[src/rtl/regFilePkg.sv]
// Register file shared types
`default_nettype none

package regFilePkg;

	typedef logic [31:0] regWord_t;		// One architectural register
	typedef logic [6:0] regId_t;		// Unified register id

	localparam int gprCount = 16;		// R0..R15
	localparam int bankedCount = 8;		// R0..R7 have a shadow copy
	localparam int fprCount = 16;		// Per floating bank FR or XF

	// Each id range starts on a 16 boundary
	localparam regId_t idR0 = 7'd0;		// R0..R15 at 0..15
	localparam regId_t idR15 = 7'd15;
	localparam regId_t idR0B = 7'd16;	// Write-only shadow R0B..R7B
	localparam regId_t idR7B = 7'd23;
	localparam regId_t idFR0 = 7'd32;	// FR0..FR15 at 32..47
	localparam regId_t idFR15 = 7'd47;
	localparam regId_t idXF0 = 7'd48;	// XF0..XF15 at 48..63
	localparam regId_t idXF15 = 7'd63;
	localparam regId_t idImm = 7'd64;	// Immediate pseudo-operand
	localparam regId_t idZero = 7'd65;	// Constant zero
	// Anything else is unknown and reads as zero

	// Paired view with hi in the even register of the pair
	typedef struct packed {
		regWord_t hi;
		regWord_t lo;
	} regPair_t;

	// Single view with data in the low word only
	typedef struct packed {
		regWord_t pad;		// Zero on reads
		regWord_t word;
	} regSingle_t;

	typedef union packed {
		regPair_t pair;		// 64-bit floating transfers
		regSingle_t single;	// Ordinary 32-bit transfers
	} regValue_t;

	// Write request on the one write port
	typedef struct packed {
		regId_t id;
		regValue_t value;
		logic isPair;		// Paired floating write
	} regWrite_t;

	// Visible R0..R15
	typedef regWord_t [gprCount - 1:0] gprView_t;

	// FR0..FR15 in 0..15 then XF0..XF15 in 16..31
	typedef regWord_t [2 * fprCount - 1:0] fprView_t;

endpackage

`default_nettype wire
[src/rtl/regFileTop.sv]
// Register file top level
`timescale 1ns/1ps
`default_nettype none

module regFileTop (
	input wire logic clock,
	input wire logic reset,
	input wire regFilePkg::regWrite_t write,
	input wire logic gprBankSel,
	input wire logic fprBankSel,
	input wire logic loadPair,
	input wire regFilePkg::regWord_t immediate,
	input wire regFilePkg::regId_t idRs,
	input wire regFilePkg::regId_t idRt,
	output regFilePkg::regValue_t valueRs,
	output regFilePkg::regValue_t valueRt
);
	import regFilePkg::*;

	gprView_t gprView;		// Visible R0..R15
	fprView_t fprView;		// FR then XF

	gprBank gprBankI (
		.clock(clock),
		.reset(reset),
		.write(write),
		.bankSel(gprBankSel),
		.view(gprView)
	);

	fprBank fprBankI (
		.clock(clock),
		.reset(reset),
		.write(write),
		.bankSel(fprBankSel),
		.view(fprView)
	);

	// Both read ports share one selector design
	operandSelect selRs (
		.id(idRs),
		.loadPair(loadPair),
		.immediate(immediate),
		.gprView(gprView),
		.fprView(fprView),
		.value(valueRs)
	);

	operandSelect selRt (
		.id(idRt),
		.loadPair(loadPair),
		.immediate(immediate),
		.gprView(gprView),
		.fprView(fprView),
		.value(valueRt)
	);

endmodule

`default_nettype wire

[src/rtl/operandSelect.sv]
// Operand read selector
`timescale 1ns/1ps
`default_nettype none

module operandSelect (
	input wire regFilePkg::regId_t id,
	input wire logic loadPair,
	input wire regFilePkg::regWord_t immediate,
	input wire regFilePkg::gprView_t gprView,
	input wire regFilePkg::fprView_t fprView,
	output regFilePkg::regValue_t value
);
	import regFilePkg::*;

	logic [6:0] gprOffset;		// Id relative to R0
	logic [6:0] frOffset;		// Id relative to FR0
	logic [4:0] pairHi;		// Flat index into fprView
	logic [4:0] pairLo;

	assign gprOffset = id - idR0;
	assign frOffset = id - idFR0;

	// Odd FR id selects the XF pair through bit 4 of the view index
	assign pairHi = {frOffset[0], frOffset[3:1], 1'b0};
	assign pairLo = {frOffset[0], frOffset[3:1], 1'b1};

	always_comb
	begin
		value = '0;					// Zero, shadow, XF and unknown ids
		if (gprOffset < gprCount)
		begin
			value.single.word = gprView[gprOffset[3:0]];
		end
		else if (frOffset < fprCount)
		begin
			if (loadPair)
			begin
				value.pair.hi = fprView[pairHi];
				value.pair.lo = fprView[pairLo];
			end
			else
			begin
				value.single.word = fprView[frOffset[3:0]];	// FR half only
			end
		end
		else if (id == idImm)
		begin
			value.single.word = immediate;
		end
	end

endmodule

`default_nettype wire

[src/rtl/fprBank.sv]
// Floating register bank
`timescale 1ns/1ps
`default_nettype none

module fprBank (
	input wire logic clock,
	input wire logic reset,
	input wire regFilePkg::regWrite_t write,
	input wire logic bankSel,
	output regFilePkg::fprView_t view
);
	import regFilePkg::*;

	regWord_t frRegs [fprCount];		// Front bank FR0..FR15
	regWord_t xfRegs [fprCount];		// Back bank XF0..XF15
	logic bankStored;			// Bank bit seen at last edge
	logic bankSwap;

	logic [6:0] frOffset;			// Id relative to FR0
	logic [6:0] xfOffset;			// Id relative to XF0
	logic hitFr;
	logic hitXf;
	logic [3:0] frIdx;
	logic [3:0] xfIdx;
	logic [3:0] pairEven;			// Even register of the pair
	logic [3:0] pairOdd;

	assign bankSwap = bankSel ^ bankStored;

	assign frOffset = write.id - idFR0;
	assign xfOffset = write.id - idXF0;
	assign hitFr = frOffset < fprCount;
	assign hitXf = xfOffset < fprCount;
	assign frIdx = frOffset[3:0];
	assign xfIdx = xfOffset[3:0];
	assign pairEven = {frIdx[3:1], 1'b0};
	assign pairOdd = {frIdx[3:1], 1'b1};

	always_ff @(posedge clock)
	begin
		if (reset)
		begin
			bankStored <= 1'b0;
			for (int i = 0; i < fprCount; i++)
			begin
				frRegs[i] <= '0;
				xfRegs[i] <= '0;
			end
		end
		else
		begin
			bankStored <= bankSel;
			if (bankSwap)
			begin
				// Whole FR and XF trade places and the write is lost
				for (int i = 0; i < fprCount; i++)
				begin
					frRegs[i] <= xfRegs[i];
					xfRegs[i] <= frRegs[i];
				end
			end
			else if (write.isPair)
			begin
				// Pair mode only decodes FR ids
				if (hitFr && !frIdx[0])
				begin
					frRegs[pairEven] <= write.value.pair.hi;	// DRn names an FR pair
					frRegs[pairOdd] <= write.value.pair.lo;
				end
				else if (hitFr)
				begin
					xfRegs[pairEven] <= write.value.pair.hi;	// XDn odd id picks XF
					xfRegs[pairOdd] <= write.value.pair.lo;
				end
			end
			else
			begin
				if (hitFr)
					frRegs[frIdx] <= write.value.single.word;
				if (hitXf)
					xfRegs[xfIdx] <= write.value.single.word;
			end
		end
	end

	always_comb
	begin
		for (int i = 0; i < fprCount; i++)
		begin
			view[i] = frRegs[i];
			view[i + fprCount] = xfRegs[i];		// XF follows FR
		end
	end

endmodule

`default_nettype wire

[src/rtl/gprBank.sv]
// General register bank
`timescale 1ns/1ps
`default_nettype none

module gprBank (
	input wire logic clock,
	input wire logic reset,
	input wire regFilePkg::regWrite_t write,
	input wire logic bankSel,
	output regFilePkg::gprView_t view
);
	import regFilePkg::*;

	regWord_t activeLow [bankedCount];		// R0..R7 as seen now
	regWord_t shadowLow [bankedCount];		// The other R0..R7 copy
	regWord_t highRegs [gprCount - bankedCount];	// R8..R15, never banked
	logic bankStored;				// Bank bit seen at last edge
	logic bankSwap;					// Bank bit just changed

	logic [6:0] gprOffset;				// Id relative to R0
	logic [6:0] shadowOffset;			// Id relative to R0B
	logic hitActive;
	logic hitShadow;
	logic hitHigh;

	assign bankSwap = bankSel ^ bankStored;

	assign gprOffset = write.id - idR0;
	assign shadowOffset = write.id - idR0B;
	assign hitActive = gprOffset < bankedCount;
	assign hitShadow = shadowOffset < bankedCount;	// Ids below R0B wrap high
	assign hitHigh = (gprOffset >= bankedCount) && (gprOffset < gprCount);

	always_ff @(posedge clock)
	begin
		if (reset)
		begin
			bankStored <= 1'b0;
			for (int i = 0; i < bankedCount; i++)
			begin
				activeLow[i] <= '0;
				shadowLow[i] <= '0;
			end
			for (int i = 0; i < gprCount - bankedCount; i++)
			begin
				highRegs[i] <= '0;
			end
		end
		else
		begin
			bankStored <= bankSel;
			if (bankSwap)
			begin
				// Trade the two copies and drop any R0..R7 write
				for (int i = 0; i < bankedCount; i++)
				begin
					activeLow[i] <= shadowLow[i];
					shadowLow[i] <= activeLow[i];
				end
			end
			else
			begin
				if (hitActive)
					activeLow[gprOffset[2:0]] <= write.value.single.word;
				if (hitShadow)
					shadowLow[shadowOffset[2:0]] <= write.value.single.word;
			end
			if (hitHigh)
				highRegs[gprOffset[2:0]] <= write.value.single.word;	// 8..15 map to 0..7
		end
	end

	always_comb
	begin
		for (int i = 0; i < bankedCount; i++)
		begin
			view[i] = activeLow[i];			// Shadow copy is never visible
			view[i + bankedCount] = highRegs[i];
		end
	end

endmodule

`default_nettype wire

[config.mk]
export PLATFORM = sky130hd
export DESIGN_NAME = regFileTop
export DESIGN_NICKNAME = d
export VERILOG_FILES = /design/src/rtl/regFilePkg.sv /design/src/rtl/regFileTop.sv /design/src/rtl/operandSelect.sv /design/src/rtl/fprBank.sv /design/src/rtl/gprBank.sv
export SDC_FILE = /design/constraint.sdc
export NUM_CORES = 2
export LEC_CHECK = 0
export BUFFER_PORTS_ARGS = -buffer_cell sky130_fd_sc_hd__clkbuf_2
export CORE_UTILIZATION = 30
export CTS_CLUSTER_SIZE = 8
export DETAILED_ROUTE_END_ITERATION = 8
export GPL_ROUTABILITY_DRIVEN = 0
export GPL_TIMING_DRIVEN = 1
export HOLD_SLACK_MARGIN = 0.02
export PLACE_DENSITY = 0.49
export SLEW_MARGIN = 0
export SYNTH_ARGS = -nofsm -noshare
export SYNTH_HDL_FRONTEND = slang
export SYNTH_SLANG_ARGS = --single-unit
[constraint.sdc]
create_clock -name clock -period 8 [get_ports clock]
set_input_delay 0.4 -clock clock [delete_from_list [all_inputs] [get_ports clock]]
set_output_delay 0.4 -clock clock [all_outputs]
set_load 0.02 [all_outputs]
==> flow_metrics.py <==
metrics = {
    "grt": {
        "grtUsageMet3": 0.0826,
        "grt_overflow_total": 0,
        "grt_pass1_wl_um": 711000,
        "antenna_found_initial": 47,
        "grtUsageMet1": 0.354,
        "grt_util_all_layers": 0.271,
        "grt_pass1_vias": 82177,
        "grt_max_degree": 189,
        "grtUsageMet2": 0.399,
        "top_usage_layer": "met2",
    },
    "clock_network": {
        "ctsResizeCount": 0,
        "post_cts_buffers": 0,
        "postCtsHoldBufs": 4,
        "htreeDepth": 5,
        "cts_sinks": 1794,
        "cts_buffer_depth": 4,
        "clockRootBuffer": "clkbuf_16",
        "cts-buffers-inserted": 268,
        "cts_tree": "done",
        "clk_pin_slew_ns": 0.05,
        "clk_latency_ns": 0.90,
    },
    "die": {
        "io_pins": 251,
        "num_rows": 224,
        "start_util": 0.301,
        "die_area_mm2": 0.376,
        "core_area_mm2": 0.372,
        "die_h_um": 613,
        "die_w_um": 613,
    },
    "place": {
        "port_buffers": 250,
        "dp_slack_ns": 2.60,
        "hpwl_um": 324000,
        "dpl-instance-area_mm2": 0.119,
    },
    "timing": {
        "tightest_slew_ns": 1.52,
        "rsz0062_at_grt": "false",
        "fmax_mhz": 209,
        "period_needed_ns": 4.77,
        "finalHoldViolCount": 0,
        "setup_slack_ns": 3.23,
        "setup-violations-final": 0,
        "skew_ns": 0.0503,
        "tns_ns": 0,
        "slew_violations": 2,
        "slew_headroom": -0.0186,
        "fin_crit_sh": 0.597,
    },
    "final_layout": {
        "fill_cells": 36151,
        "final_core_util": 0.338,
        "ff_latch_area_mm2": 0.0539,
        "fin_nets": 8063,
        "stdcell_area_mm2": 0.126,
        "drive_above_1_share": 0.275,
        "layout_common_cells": "edfxtp_1 (1792), mux4_2 (1114), a22o_1 (704)",
        "final_common_cell": "edfxtp_1",
        "area_growth_pct": 12.1,
        "multiInputGateArea_mm2": 0.0544,
    },
    "setup_path": {
        "required_ns": 7.60,
        "reg2reg_depth": 6,
        "arrival_ns": 4.37,
        "crit_type": "in -> out",
        "critPathLaunchType": "input port",
        "r2r_start": "fprBankI.bankStored$_SDFF_PP0_",
        "cp-end-kind": "output pin",
        "path_max_fanout": 43,
        "cp-startpoint": "idRt[2]",
    },
    "power_and_ir_drop": {
        "power_density_mw_per_mm2": 215,
        "pwr-share-comb": 0.153,
        "swShare": 0.286,
        "seqPwrFrac": 0.458,
        "irDropWorstVdd_v": 0.000141,
        "p_sw_mw": 7.74,
        "power_frac_clock": 0.389,
        "power_leakage_nw": 45.5,
        "intPower_mw": 19.3,
        "power_mw": 27.1,
    },
    "routing": {
        "via_count": 85088,
        "drt_iter0_markers": 15160,
        "wl_um": 523000,
        "firstDrtPassIters": 9,
        "antenna_left": 0,
        "avgViaCountPerCell": 6.56,
        "wl_per_cell_um": 40.3,
        "drc": 68,
    },
    "yosys": {
        "yosysUniqueCellTypes": 58,
        "ys_seq_area_frac": 0.480,
        "syn_avg_cell_area_um2": 13.7,
        "synth_cells": 8201,
        "ys.flop_type": "edfxtp_1",
        "synth-edff-count": 1792,
        "synth_async_sr_flop_share": 0,
        "syn_area_mm2": 0.112,
        "yosys_warnings": 0,
        "synth_nets": 8326,
        "ys_seq_elements": 1794,
    },
    "worst_hold_path": {
        "hp-class": "in -> reg",
        "min-delay-start": "write[34]",
        "hold_depth": 3,
    },
    "outcome": {
        "violations": "design-rule violations, max-capacitance violations, max-slew violations",
        "outcome": "finished, violations left",
    },
    "run": {
        "max_cap_viol_count": 1,
    },
}
==> power groups by stage <==
stage	clock network [mW]	registers [mW]	logic [mW]
2_1_floorplan	0	12.0	2.70
3_3_place_gp	0	12.5	3.99
3_5_place_dp	0	12.5	4.06
4_1_cts	10.6	12.3	4.07
5_1_grt	10.9	12.5	4.27
6_report	10.5	12.4	4.14
==> layer usage <==
layer / share of wire / wire length (µm) / vias to the layer above
li1: - / - / 32468
met1: 0.37 / 195000 / 44593
met2: 0.43 / 226000 / 6751
met3: 0.13 / 67200 / 1242
met4: 0.065 / 34100 / 34
met5: 0.00053 / 279 / -
==> worst max-delay path: stages <==
cell	delay, ns
buf_8	0.19
nor2_4	0.78
and4_2	0.34
buf_4	0.62
a221oi_1	0.23
a31oi_1	1.23
clkbuf_2	0.36
==> cells in the mapped netlist, types with 41 or more instances <==
| library cell | number | area share |
|---|---|---|
| inv_1 | 163 | 0.0055 |
| mux4_2 | 1114 | 0.22 |
| nor2b_1 | 431 | 0.024 |
| nor2_1 | 84 | 0.0028 |
| mux2i_1 | 302 | 0.027 |
| clkbuf_1 | 770 | 0.026 |
| a22o_1 | 704 | 0.055 |
| buf_1 | 81 | 0.0027 |
| a21oi_1 | 75 | 0.0033 |
| nand2_1 | 658 | 0.022 |
| a221oi_1 | 61 | 0.0048 |
| nand2b_1 | 178 | 0.0099 |
| o21ai_0 | 402 | 0.018 |
| edfxtp_1 | 1792 | 0.48 |
| mux2_2 | 129 | 0.013 |
| buf_2 | 161 | 0.0072 |
| a22oi_1 | 320 | 0.021 |
| mux2_1 | 58 | 0.0058 |
| and2_1 | 261 | 0.015 |
| a222oi_1 | 160 | 0.014 |
| nand3_1 | 41 | 0.0018 |
==> layout make-up <==
cell class / count / share of cell area
repair buffers: 504 / 0.0277
clock inverters: 12 / 0.000816
clock buffers: 304 / 0.0561
diodes: 15 / 0.000298
flip-flops and latches: 1794 / 0.428
inverters: 165 / 0.00493
well taps: 4972 / 0.0495
multi-input cells: 5205 / 0.432
==> flip-flops by register name, summed over array words and instances, names as in the netlist <==
register,flops
gprBankI.shadowLow,256
gprBankI.bankStored,1
gprBankI.activeLow,256
fprBankI.frRegs,512
fprBankI.bankStored,1
gprBankI.highRegs,256
fprBankI.xfRegs,512
==> path summary, 6_finish.rpt <==
kind                                               to  slack, ns
setup reg to reg     fprBankI.xfRegs[13][0]$_DFFE_PP_       3.28
hold reg to reg   gprBankI.activeLow[5][12]$_DFFE_PP_       0.53
setup / recovery                          valueRt[18]       3.23
hold / removal        fprBankI.frRegs[8][1]$_DFFE_PP_       0.09
==> metrics by stage <==
stage | instances | hold slack [ns]
floorplan | 8201 | 0.518
finish | 12971 | 0.0919
global placement | 12636 | 0.522
CTS | 12956 | 0.0313
detailed placement | 12636 | 0.528
global route | 12959 | 0.0972
==> logic make-up (layout without fill, tap and decap cells) <==
| group | Yosys count | in the layout | share of synthesized area |
|---|---|---|---|
| compound gates | 1862 | 1862 | 0.126 |
| xor+xnor | 6 | 6 | 0.000469 |
| fa+ha+maj | 2 | 2 | 0.000223 |
| buf+inv | 1202 | 985 | 0.0433 |
| flops | 1794 | 1794 | 0.480 |
| mux | 1603 | 1603 | 0.269 |
| other cells | 0 | 15 | 0 |
| simple gates | 1732 | 1732 | 0.0801 |
Power figures use the tool's default switching activity.
